<file path="config.mk">
export PLATFORM = sky130hd
export DESIGN_NAME = frontend_top
export DESIGN_NICKNAME = d
export VERILOG_FILES = /design/src/source/frontend_pkg.sv /design/src/source/commit_redirect.sv /design/src/source/fetch_compactor.sv /design/src/source/frontend_top.sv /design/src/source/inst_queue.sv /design/src/source/reg_field_decoder.sv
export SDC_FILE = /design/constraint.sdc
export NUM_CORES = 2
export LEC_CHECK = 0
export ABC_CLOCK_PERIOD_IN_PS = 7400
export BUFFER_PORTS_ARGS = -buffer_cell sky130_fd_sc_hd__clkbuf_2
export CELL_PAD_IN_SITES_DETAIL_PLACEMENT = 2
export CELL_PAD_IN_SITES_GLOBAL_PLACEMENT = 2
export CORE_MARGIN = 1
export CORE_UTILIZATION = 38
export CTS_CLUSTER_DIAMETER = 150
export DETAILED_ROUTE_END_ITERATION = 7
export PLACE_DENSITY_LB_ADDON = 0.1
export SYNTH_ARGS = -nofsm -noshare
export SYNTH_HDL_FRONTEND = slang
export SYNTH_SLANG_ARGS = --single-unit
export TNS_END_PERCENT = 20
</file>
<file path="constraint.sdc">
create_clock -name clk -period 7.4 [get_ports clk]
set_input_delay 1.85 -clock clk [delete_from_list [all_inputs] [get_ports clk]]
set_output_delay 1.85 -clock clk [all_outputs]
set_load 0.1 [all_outputs]
</file>
<file path="src/source/frontend_pkg.sv">
// front-end glue definitions
// widths, operand type codes and the structs passed between the blocks
package frontend_pkg;

  // ========================================
  // widths and depths
  // ========================================
  localparam int FETCH_WIDTH  = 2;
  localparam int DECODE_WIDTH = 2;
  localparam int IQ_DEPTH     = 8;
  localparam int IQ_PTR_W     = $clog2(IQ_DEPTH);
  localparam int IQ_CNT_W     = $clog2(IQ_DEPTH + 1);
  localparam int XLEN         = 32;
  localparam int AREG_W       = 5;
  localparam int INST_BYTES   = 4;

  // tlb refill exception code
  localparam logic [5:0] ECODE_TLBR = 6'h3f;

  // ========================================
  // pre-decoded operand types
  // ========================================
  typedef enum logic [1:0] {
    SRC_R0 = 2'd0,
    SRC_RD = 2'd1,
    SRC_RJ = 2'd2,
    SRC_RK = 2'd3
  } src_type_e;

  // jd is the rd/rj merge used by jirl-style forms
  typedef enum logic [1:0] {
    DEST_R0 = 2'd0,
    DEST_RD = 2'd1,
    DEST_JD = 2'd2,
    DEST_RA = 2'd3
  } dest_type_e;

  // ========================================
  // payload structs
  // ========================================
  typedef struct packed {
    logic [XLEN-1:0] pc;
    logic [XLEN-1:0] instr;
    src_type_e       src0_type;
    src_type_e       src1_type;
    dest_type_e      dest_type;
  } slot_t;

  typedef struct packed {
    logic [FETCH_WIDTH-1:0] slot_valid;
    slot_t [FETCH_WIDTH-1:0] slot;
  } fetch_pkt_t;

  typedef struct packed {
    logic [XLEN-1:0]   pc;
    logic [XLEN-1:0]   instr;
    logic [AREG_W-1:0] src0;
    logic [AREG_W-1:0] src1;
    logic [AREG_W-1:0] dest;
  } dec_inst_t;

  // oldest instruction at commit
  typedef struct packed {
    logic            valid;
    logic            excp;
    logic [5:0]      ecode;
    logic            br_redirect;
    logic            ertn;
    logic            ibar;
    logic            priv;
    logic            icacop;
    logic            idle;
    logic [XLEN-1:0] pc;
    logic [XLEN-1:0] br_target;
  } commit_t;

  typedef struct packed {
    logic [XLEN-1:0] eentry;
    logic [XLEN-1:0] tlbrentry;
    logic [XLEN-1:0] era;
  } csr_vec_t;

endpackage

</file>
<file path="src/source/commit_redirect.sv">
// commit-side redirect
// flush cause classification, target select by priority and idle lock
module commit_redirect (
  input  logic                          clk,
  input  logic                          rst_n,
  input  frontend_pkg::commit_t         commit_i,
  input  frontend_pkg::csr_vec_t        csr_i,
  input  logic                          has_int_i,
  output logic                          redirect_valid_o,
  output logic [frontend_pkg::XLEN-1:0] redirect_target_o,
  output logic                          flush_o,
  output logic                          fetch_enable_o
);
  import frontend_pkg::*;

  logic            excp_flush;
  logic            tlbr_flush;
  logic            br_flush;
  logic            ertn_flush;
  logic            idle_flush;
  logic            refetch_flush;
  logic            any_flush;
  logic [XLEN-1:0] target;
  logic            redirect_q;
  logic [XLEN-1:0] target_q;
  logic            idle_lock_q;

  // ========================================
  // cause classification
  // ========================================
  always_comb begin
    excp_flush    = commit_i.valid & commit_i.excp;
    // refill also raises excp but has its own entry
    tlbr_flush    = excp_flush & (commit_i.ecode == ECODE_TLBR);
    br_flush      = commit_i.valid & commit_i.br_redirect;
    ertn_flush    = commit_i.valid & commit_i.ertn;
    idle_flush    = commit_i.valid & commit_i.idle;
    refetch_flush = (commit_i.valid & (commit_i.ibar | commit_i.priv | commit_i.icacop))
                  | idle_flush;
    any_flush     = excp_flush | br_flush | ertn_flush | refetch_flush;
  end

  always_comb begin
    if (tlbr_flush) begin
      target = csr_i.tlbrentry;
    end else if (excp_flush) begin
      target = csr_i.eentry;
    end else if (br_flush) begin
      target = commit_i.br_target;
    end else if (ertn_flush) begin
      target = csr_i.era;
    end else begin
      // refetch resumes after the committing instruction
      target = commit_i.pc + XLEN'(INST_BYTES);
    end
  end

  // one-cycle pulse; a commit seen during the flush cycle is already stale
  always_ff @(posedge clk or negedge rst_n) begin
    if (!rst_n) begin
      redirect_q <= 1'b0;
    end else begin
      redirect_q <= any_flush & ~redirect_q;
    end
  end

  always_ff @(posedge clk) begin
    if (any_flush && !redirect_q) begin
      target_q <= target;
    end
  end

  // ========================================
  // idle lock
  // ========================================
  always_ff @(posedge clk or negedge rst_n) begin
    if (!rst_n) begin
      idle_lock_q <= 1'b0;
    end else if (idle_flush && !has_int_i) begin
      idle_lock_q <= 1'b1;
    end else if (has_int_i) begin
      idle_lock_q <= 1'b0;
    end
  end

  assign redirect_valid_o  = redirect_q;
  assign redirect_target_o = target_q;
  assign flush_o           = redirect_q;
  assign fetch_enable_o    = ~idle_lock_q;

endmodule

</file>
<file path="src/source/fetch_compactor.sv">
// fetch packet register and slot compaction
// squeezes invalid slots out and writes the rest onto the low queue ports
module fetch_compactor (
  input  logic                                                  clk,
  input  logic                                                  rst_n,
  input  logic                                                  flush_i,
  input  frontend_pkg::fetch_pkt_t                              pkt_i,
  input  logic                                                  pkt_valid_i,
  output logic                                                  pkt_ready_o,
  input  logic [frontend_pkg::IQ_CNT_W-1:0]                     iq_free_i,
  output logic [frontend_pkg::FETCH_WIDTH-1:0]                  wr_valid_o,
  output frontend_pkg::slot_t [frontend_pkg::FETCH_WIDTH-1:0]  wr_data_o
);
  import frontend_pkg::*;

  fetch_pkt_t pkt_q;
  logic       full_q;
  logic       room;
  logic       drain;

  // a whole packet must fit, whatever its mask
  assign room        = iq_free_i >= IQ_CNT_W'(FETCH_WIDTH);
  assign drain       = full_q & room & ~flush_i;
  assign pkt_ready_o = (~full_q | drain) & room;

  always_ff @(posedge clk or negedge rst_n) begin
    if (!rst_n) begin
      full_q <= 1'b0;
    end else if (flush_i) begin
      full_q <= 1'b0;
    end else if (pkt_valid_i && pkt_ready_o) begin
      full_q <= 1'b1;
    end else if (drain) begin
      full_q <= 1'b0;
    end
  end

  always_ff @(posedge clk) begin
    if (pkt_valid_i && pkt_ready_o) begin
      pkt_q <= pkt_i;
    end
  end

  // valid slots go to ports 0.. in slot order
  always_comb begin
    int unsigned idx;
    idx        = 0;
    wr_valid_o = '0;
    wr_data_o  = '0;
    for (int s = 0; s < FETCH_WIDTH; s++) begin
      if (drain && pkt_q.slot_valid[s]) begin
        wr_valid_o[idx] = 1'b1;
        wr_data_o[idx]  = pkt_q.slot[s];
        idx++;
      end
    end
  end

endmodule

</file>
<file path="src/source/frontend_top.sv">
// front-end glue top level
// decode stage (compaction, queue, field decode) and commit redirect
module frontend_top (
  input  logic                                                      clk,
  input  logic                                                      rst_n,
  input  frontend_pkg::fetch_pkt_t                                  fetch_pkt_i,
  input  logic                                                      fetch_valid_i,
  output logic                                                      fetch_ready_o,
  output frontend_pkg::dec_inst_t [frontend_pkg::DECODE_WIDTH-1:0] dec_o,
  output logic [frontend_pkg::DECODE_WIDTH-1:0]                     dec_valid_o,
  input  logic                                                      dec_ready_i,
  input  frontend_pkg::commit_t                                     commit_i,
  input  frontend_pkg::csr_vec_t                                    csr_i,
  input  logic                                                      has_int_i,
  output logic                                                      redirect_valid_o,
  output logic [frontend_pkg::XLEN-1:0]                             redirect_target_o,
  output logic                                                      fetch_enable_o
);
  import frontend_pkg::*;

  logic                             flush;
  logic                             cmp_ready;
  logic [FETCH_WIDTH-1:0]           iq_wr_valid;
  slot_t [FETCH_WIDTH-1:0]          iq_wr_data;
  logic [IQ_CNT_W-1:0]              iq_free;
  slot_t [DECODE_WIDTH-1:0]         iq_rd_data;

  // no packet is taken during the redirect cycle
  assign fetch_ready_o = cmp_ready & ~flush;

  // ========================================
  // decode stage
  // ========================================
  fetch_compactor u_fetch_compactor (
    .clk         (clk),
    .rst_n       (rst_n),
    .flush_i     (flush),
    .pkt_i       (fetch_pkt_i),
    .pkt_valid_i (fetch_valid_i),
    .pkt_ready_o (cmp_ready),
    .iq_free_i   (iq_free),
    .wr_valid_o  (iq_wr_valid),
    .wr_data_o   (iq_wr_data)
  );

  inst_queue u_inst_queue (
    .clk        (clk),
    .rst_n      (rst_n),
    .flush_i    (flush),
    .wr_valid_i (iq_wr_valid),
    .wr_data_i  (iq_wr_data),
    .free_o     (iq_free),
    .rd_valid_o (dec_valid_o),
    .rd_data_o  (iq_rd_data),
    .rd_ready_i (dec_ready_i)
  );

  reg_field_decoder u_reg_field_decoder (
    .slot_i (iq_rd_data),
    .dec_o  (dec_o)
  );

  // ========================================
  // result stage
  // ========================================
  commit_redirect u_commit_redirect (
    .clk               (clk),
    .rst_n             (rst_n),
    .commit_i          (commit_i),
    .csr_i             (csr_i),
    .has_int_i         (has_int_i),
    .redirect_valid_o  (redirect_valid_o),
    .redirect_target_o (redirect_target_o),
    .flush_o           (flush),
    .fetch_enable_o    (fetch_enable_o)
  );

endmodule

</file>
<file path="src/source/inst_queue.sv">
// instruction queue, two writes and two reads per cycle
// circular buffer with flush; the head window holds steady under stall
module inst_queue (
  input  logic                                                  clk,
  input  logic                                                  rst_n,
  input  logic                                                  flush_i,
  input  logic [frontend_pkg::FETCH_WIDTH-1:0]                  wr_valid_i,
  input  frontend_pkg::slot_t [frontend_pkg::FETCH_WIDTH-1:0]  wr_data_i,
  output logic [frontend_pkg::IQ_CNT_W-1:0]                     free_o,
  output logic [frontend_pkg::DECODE_WIDTH-1:0]                 rd_valid_o,
  output frontend_pkg::slot_t [frontend_pkg::DECODE_WIDTH-1:0] rd_data_o,
  input  logic                                                  rd_ready_i
);
  import frontend_pkg::*;

  slot_t                                  mem [IQ_DEPTH];
  logic [IQ_PTR_W-1:0]                    head_q;
  logic [IQ_PTR_W-1:0]                    tail_q;
  logic [IQ_CNT_W-1:0]                    count_q;
  logic [IQ_CNT_W-1:0]                    n_wr;
  logic [IQ_CNT_W-1:0]                    n_rd;
  logic [FETCH_WIDTH-1:0][IQ_PTR_W-1:0]   wr_ptr;
  logic [DECODE_WIDTH-1:0]                avail;
  logic                                   hold_q;
  logic [DECODE_WIDTH-1:0]                hold_mask_q;

  // write slot offsets from the tail
  always_comb begin
    n_wr = '0;
    for (int k = 0; k < FETCH_WIDTH; k++) begin
      wr_ptr[k] = tail_q + IQ_PTR_W'(n_wr);
      if (wr_valid_i[k]) begin
        n_wr = n_wr + 1'b1;
      end
    end
  end

  always_comb begin
    for (int k = 0; k < DECODE_WIDTH; k++) begin
      avail[k] = count_q > IQ_CNT_W'(k);
    end
  end

  // a stalled window keeps its mask so lane 1 cannot appear mid-stall
  assign rd_valid_o = hold_q ? hold_mask_q : avail;

  always_comb begin
    logic [IQ_PTR_W-1:0] rd_ptr;
    for (int k = 0; k < DECODE_WIDTH; k++) begin
      rd_ptr       = head_q + IQ_PTR_W'(k);
      rd_data_o[k] = rd_valid_o[k] ? mem[rd_ptr] : '0;
    end
  end

  always_comb begin
    n_rd = '0;
    for (int k = 0; k < DECODE_WIDTH; k++) begin
      if (rd_ready_i && rd_valid_o[k]) begin
        n_rd = n_rd + 1'b1;
      end
    end
  end

  assign free_o = IQ_CNT_W'(IQ_DEPTH) - count_q;

  // ========================================
  // pointers and count
  // ========================================
  always_ff @(posedge clk or negedge rst_n) begin
    if (!rst_n) begin
      head_q      <= '0;
      tail_q      <= '0;
      count_q     <= '0;
      hold_q      <= 1'b0;
      hold_mask_q <= '0;
    end else if (flush_i) begin
      head_q      <= '0;
      tail_q      <= '0;
      count_q     <= '0;
      hold_q      <= 1'b0;
      hold_mask_q <= '0;
    end else begin
      head_q      <= head_q + IQ_PTR_W'(n_rd);
      tail_q      <= tail_q + IQ_PTR_W'(n_wr);
      count_q     <= count_q + n_wr - n_rd;
      hold_q      <= (|rd_valid_o) & ~rd_ready_i;
      hold_mask_q <= rd_valid_o;
    end
  end

  always_ff @(posedge clk) begin
    for (int k = 0; k < FETCH_WIDTH; k++) begin
      if (wr_valid_i[k]) begin
        mem[wr_ptr[k]] <= wr_data_i[k];
      end
    end
  end

endmodule

</file>
<file path="src/source/reg_field_decoder.sv">
// register field decode per lane
// picks architectural source and destination numbers by pre-decoded type
module reg_field_decoder (
  input  frontend_pkg::slot_t [frontend_pkg::DECODE_WIDTH-1:0]     slot_i,
  output frontend_pkg::dec_inst_t [frontend_pkg::DECODE_WIDTH-1:0] dec_o
);
  import frontend_pkg::*;

  function automatic logic [AREG_W-1:0] src_field(src_type_e t, logic [XLEN-1:0] instr);
    case (t)
      SRC_RD:  src_field = instr[4:0];
      SRC_RJ:  src_field = instr[9:5];
      SRC_RK:  src_field = instr[14:10];
      default: src_field = '0;
    endcase
  endfunction

  function automatic logic [AREG_W-1:0] dest_field(dest_type_e t, logic [XLEN-1:0] instr);
    case (t)
      DEST_RD: dest_field = instr[4:0];
      // rd/rj merge
      DEST_JD: dest_field = instr[9:5] | instr[4:0];
      // link register
      DEST_RA: dest_field = AREG_W'(1);
      default: dest_field = '0;
    endcase
  endfunction

  always_comb begin
    for (int k = 0; k < DECODE_WIDTH; k++) begin
      dec_o[k].pc    = slot_i[k].pc;
      dec_o[k].instr = slot_i[k].instr;
      dec_o[k].src0  = src_field(slot_i[k].src0_type, slot_i[k].instr);
      dec_o[k].src1  = src_field(slot_i[k].src1_type, slot_i[k].instr);
      dec_o[k].dest  = dest_field(slot_i[k].dest_type, slot_i[k].instr);
    end
  end

endmodule
</file>
## Yosys cells after proc, flatten, opt, wreduce, memory -nomap -nowiden

Memories as Yosys holds them, arrays and structs flattened.
Cells that the tools add are included.

- Mux-type cells: 41
- Add/sub/neg operators: 10
- Multipliers: 0
- Reductions and logical operators: 13
- Divide/modulo/power cells: 0
- $lt $le $gt $ge: 5
- Shifts and indexed selects: 0
- Bitwise gates (word level): 26
- Equal/unequal tests: 19

Operators with widths:

| operator | number |
|---|---|
| $mux W70 | 4 |
| $bwmux W140 | 1 |
| $mux W140 | 1 |
| $mux W32 | 4 |
| $pmux W5 S3 | 6 |
| $demux W70 S1 | 1 |
| $add A32 B3 Y32 const B | 1 |
| $eq A2 B2 Y1 const B | 12 |
| $mux W1 | 15 |
| $and A1 B1 Y1 | 12 |
| $eq A2 B1 Y1 const B | 6 |
| $mux W4 | 3 |
| $or A5 B5 Y5 | 2 |
| $gt A4 B1 Y1 const B | 2 |
| $logic_and A1 B1 Y1 | 8 |
| $or A1 B1 Y1 | 7 |
| $add A3 B3 Y3 | 2 |
| $eq A6 B6 Y1 const B | 1 |
| $mux W2 | 3 |
| $mux W3 | 2 |
| $add A1 B1 Y2 const B | 2 |
| $add A4 B4 Y4 | 1 |
| $ge A4 B2 Y1 const B | 1 |
| $not A1 Y1 | 4 |
| 12 further kinds | 13 |

- Bits in latches: 0
- Output and inout bits: 195
- Logic and storage cells: 135
- ROM bits: 0
- Flip-flop bits (word level): 190
- Memories kept: 1
- Bits in writable memories: 560
- Input bits: 321

Memories:

| memory | depth | bits a word | rd ports | clocked after memory_dff | write ports | RTL line | text |
|---|---|---|---|---|---|---|---|
| u_inst_queue.mem | 8 | 70 | 2 | 0 | 2 | inst_queue.sv:16 | `slot_t mem [IQ_DEPTH];` |

## Longest topological paths before layout

- Depth after elaboration: 18
- Depth in mapped cells: 20
- Depth with buffers taken out: 15

## Cells and area by module

Synthesis repeated with hierarchy kept, for this count alone.

- Cell total of the unflattened synthesis: 3487
- Area, all modules: 45721.4 µm²

Modules (own cells, without submodules):

| module | cells each | times used | area an instance (µm²) |
|---|---|---|---|
| inst_queue | 2423 | 1 | 33814.9 |
| fetch_compactor | 488 | 1 | 7303.3 |
| commit_redirect | 376 | 1 | 3032.9 |
| reg_field_decoder | 199 | 1 | 1556.5 |
| frontend_top | 1 | 1 | 13.8 |

## Least setup slack after synthesis

Ideal clock, no wire load.

- Kind: flip-flop to flip-flop
- From: register u_commit_redirect.redirect_q (netlist: u_commit_redirect.flush_o)
- To: memory u_inst_queue.mem[1][0] (netlist name) (enable)
- Slack: -0.453 ns
- Data arrival time: 7.252 ns
- Period minus slack after synthesis: 7.853 ns
- Cell stages (with the launch flop): 11
- Cell sequence: dfrtp_1 > clkbuf_1 > nor2b_1 > and3_1 > buf_4 > buf_4 > inv_1 > ha_1 > inv_1 > nand2_1 > o31ai_1

RTL lines:

| item | RTL line | text |
|---|---|---|
| start, declared | commit_redirect.sv:24 | `logic redirect_q;` |
| start signal, assigned | commit_redirect.sv:63 | `redirect_q <= any_flush & ~redirect_q;` |
| end, declared | inst_queue.sv:16 |  |

==> Flow_metrics.wiki <==
{| class="wikitable"
! Metric !! Value
|-
| Total routed wirelength || roughly 170000 µm
|-
| Critical path's largest stage delay || 0.86 ns
|-
| Overall die area || approximately 0.11 mm²
|-
| Family with the most delay on the worst path || simple AND/OR/NAND/NOR gates
|-
| Average cell area after synthesis || 14.2 µm²
|-
| Top Metal Used || met5
|-
| Final cell count without fillers || between 4000 and 5000
|-
| Sequential fraction of the synthesis area || 54.0%
|-
| Dominant cells by area after synthesis || edfxtp_1 53%, mux4_2 14%, o2bb2ai_1 11%
|-
| Share of synthesized flip-flops with an asynchronous set or reset || 2.13%
|-
| Number of enable flip-flop cells after synthesis || between 700 and 800
|-
| Top flip-flop cell by instance count after synthesis || edfxtp_1
|-
| Crit Path Max Fanout || 147
|-
| Global-route wire length before repair || ~250000 µm
|-
| Hold Slack || 0.515 ns
|-
| TritonCTS clock tree || done
|-
| Setup CP Type || reg2out
|-
| Metal-1 WL || 69700 µm
|-
| Largest net degree at the start of global routing || 148
|-
| Total overflow reported by the global router || 0
|-
| Cts-stage hold buffer count || 0
|-
| Die Y-Extent || 333 µm
|-
| Area fraction of the dominant cell type after synthesis || 53.1%
|-
| Overall track demand over capacity in global routing || 30.6%
|-
| Met3 routed wirelength || 10000 µm
|-
| Register clock-pin slew on the reported worst setup and hold paths || 0.06 ns
|-
| Clock skew after layout || 0.0234 ns
|-
| Most area-hungry cell type in the Yosys netlist || edfxtp_1
|-
| Number of H-tree levels || 3
|-
| Port bufs || approximately 520
|-
| Class of the most critical hold timing path || reg2reg
|-
| Placeable core region || between 0.1 and 0.15 mm²
|-
| Final Wtd Congestion || 0.901
|-
| Final critical-path required period || approximately 6.5 ns
|-
| Synthesized cell area || 0.0415 mm²
|-
| Post-layout nets || 3614
|-
| Max cap viols || 0
|-
| Highest attainable clock frequency || around 150 MHz
|-
| Slack of the critical path || 0.911 ns
|-
| Required @ worst endpoint || 5.55 ns
|-
| Boundary pin count || between 500 and 600
|-
| Antenna violations before repair || 11
|-
| Met2 Routed Length || 86100 µm
|-
| Register bit total from synthesis || 750
|-
| Number of cells in the design after placement || 4583
|-
| Later-pin clock latency in the skew report || slightly below 0.7 ns
|-
| Unrepaired setup endpoints after global routing || no
|-
| Horizontal die dimension || 333 µm
|-
| Detailed placer's ending HPWL || 103000 µm
|-
| Pin slew with the least headroom to its limit || roughly 1.2 ns
|-
| Bufs on Longest Clock Path || 3
|-
| Post-CTS Setup Bufs || 0
|-
| Clock sink count || between 700 and 800
|-
| Area Growth Syn to Fin || 15.4%
|-
| Final routed DRC violation total || 0
|-
| Number of slew-limit violations in the final report || 0
|-
| Via count of the first global-routing pass || 33700
|-
| Initial Utilization || 38.6%
|-
| Critical Path Slowest Stage Cell || nor2b_1
|-
| Placement row count || between 100 and 150
|-
| Max-slew headroom at the worst pin || 17.5%
|-
| Type of element launching the critical path || register
|-
| Yosys warns || 0
|-
| Total clock buffers created by CTS || 89
|-
| Vias || 31000
|-
| Clock root buffer || clkbuf_16
|-
| Synth cell types || 74
|-
| Antenna violation net count after detailed routing || 0
|-
| Crit end category || output pin
|-
| Buffers plus inverters on the worst setup path || 2
|-
| Final hold violation count || 0
|-
| List of cells traversed by the critical path || buf_12 > nor2b_1 > a22oi_1 > nand3_1 > nand2_1 > o32ai_1 > clkbuf_2
|-
| Result of the run || completed
|-
| Post-detailed-route wirelength per cell || 36.1 µm
|-
| Setup-violating endpoint count in the final report || 0
|-
| Post-route fraction of the period consumed by the critical path || 87.7%
|-
| Number of detailed-routing iterations run before antenna repair || 5
|-
| Post-Syn Instances || 2929
|-
| Post-cts gate resize count || 0
|-
| Ratio of routed vias to standard cells || 6.53
|-
| Iteration-0 DRC count of the detailed router || 2917
|-
| Fraction of final layout cells sized beyond drive strength 1 || 32.5%
|-
| Mapped Nets || 3272
|-
| Post-placement worst setup slack || around 1.6 ns
|-
| Arrival time at the worst endpoint || 4.64 ns
|}
-- cell usage after synthesis (all sizes together), types with 15 or more instances --
cell,count
nor2,133
xnor2,17
a22oi,19
a21oi,111
o21ai,37
edfxtp,734
nand2,262
buf,260
mux2i,117
dfrtp,16
inv,28
ha,20
xor2,23
mux4,265
nand4,15
o22ai,39
mux2,16
clkbuf,71
nand3,28
o2bb2ai,561
-- per-stage QoR --
stage,TNS [ns],area (µm²),utilization (%)
3_3_place_gp,0,45100,41.9
3_5_place_dp,0,45100,41.9
5_1_grt,0,47900,44.5
4_1_cts,0,47900,44.5
6_report,0,47900,44.5
2_1_floorplan,-118.65,41500,-
-- cell families after synthesis --
family,after synthesis,synth area share [%]
AOI/OAI and AO/OA,827,16.5
xor gates and xnor gates,40,0.880
adders and majority gates,22,0.699
buffers and inverters,361,4.34
DFF,750,54.0
muxes,398,17.7
and+or+nand+nor,531,5.90
-- path summary, 6_finish.rpt --
path	cells past startpoint	end	slack (ns)	start
setup / recovery	7	dec_o[5]	0.91	u_inst_queue.head_q[0]$_DFF_PN0_
hold / removal	2	u_commit_redirect.idle_lock_q$_DFFE_PN0P_	0.52	u_commit_redirect.idle_lock_q$_DFFE_PN0P_
setup reg to reg	15	u_inst_queue.mem[2][12]$_DFFE_PP_	1.60	u_inst_queue.count_q[0]$_DFF_PN0_
hold reg to reg	2	u_commit_redirect.idle_lock_q$_DFFE_PN0P_	0.52	u_commit_redirect.idle_lock_q$_DFFE_PN0P_
max in group asynchronous	1	u_inst_queue.head_q[1]$_DFF_PN0_	5.78	rst_n
min in group asynchronous	1	u_commit_redirect.idle_lock_q$_DFFE_PN0P_	1.16	rst_n
-- state kept, by name, summed over array words and instances, names as in the netlist, 2 cells and up --
name,flops
u_commit_redirect.redirect_target_o,32
u_fetch_compactor.pkt_q,142
u_inst_queue.count_q,4
u_inst_queue.head_q,3
u_inst_queue.hold_mask_q,2
u_inst_queue.mem,560
u_inst_queue.tail_q,3
-- layout by cell type, fill, tap and decap left out, types with 19 or more instances in the layout --
master,netlist,routed
nand3_1,27,27
a21oi_1,111,111
mux4_2,263,263
nand2_1,252,245
inv_1,28,28
clkbuf_16,0,92
a22oi_1,19,19
o2bb2ai_2,50,50
ha_1,20,19
clkbuf_2,0,515
mux2i_1,116,116
o2bb2ai_1,511,511
edfxtp_1,734,734
o21ai_0,37,34
buf_4,38,58
clkbuf_1,71,21
xor2_1,21,21
o22ai_1,39,39
clkinv_1,2,28
nor2_1,133,131
-- routing by layer --
metal  GRT usage (%)  up-vias
met1            39.4    16700
met5               0        -
met4            10.5        8
li1                -    12700
met3            4.40      325
met2            52.6     1320
-- worst reg2reg max path: cells and delay by family (launching register included) --
kind,cells,cell delay (ns)
DFF,1,0.42
buffers and inverters,4,0.90
xor gates and xnor gates,2,0.73
AOI/OAI and AO/OA,1,0.16
adders and majority gates,4,1.07
and+or+nand+nor,4,2.25
-- layout make-up --
cell class / instances / area, µm²
Antenna cell: 4 / 10.0
Inverter: 30 / 113
Tap cell: 1403 / 1760
Timing Repair Buffer: 582 / 3190
Multi-Input combinational cell: 1818 / 17600
Fill cell: 10400 / 59700
Sequential cell: 750 / 22500
Clock inverter: 52 / 430
Clock buffer: 113 / 2380
Power is left out: the tool's default activity adds up to more than one toggle a clock period on the data nets, which glitch-free logic cannot reach.
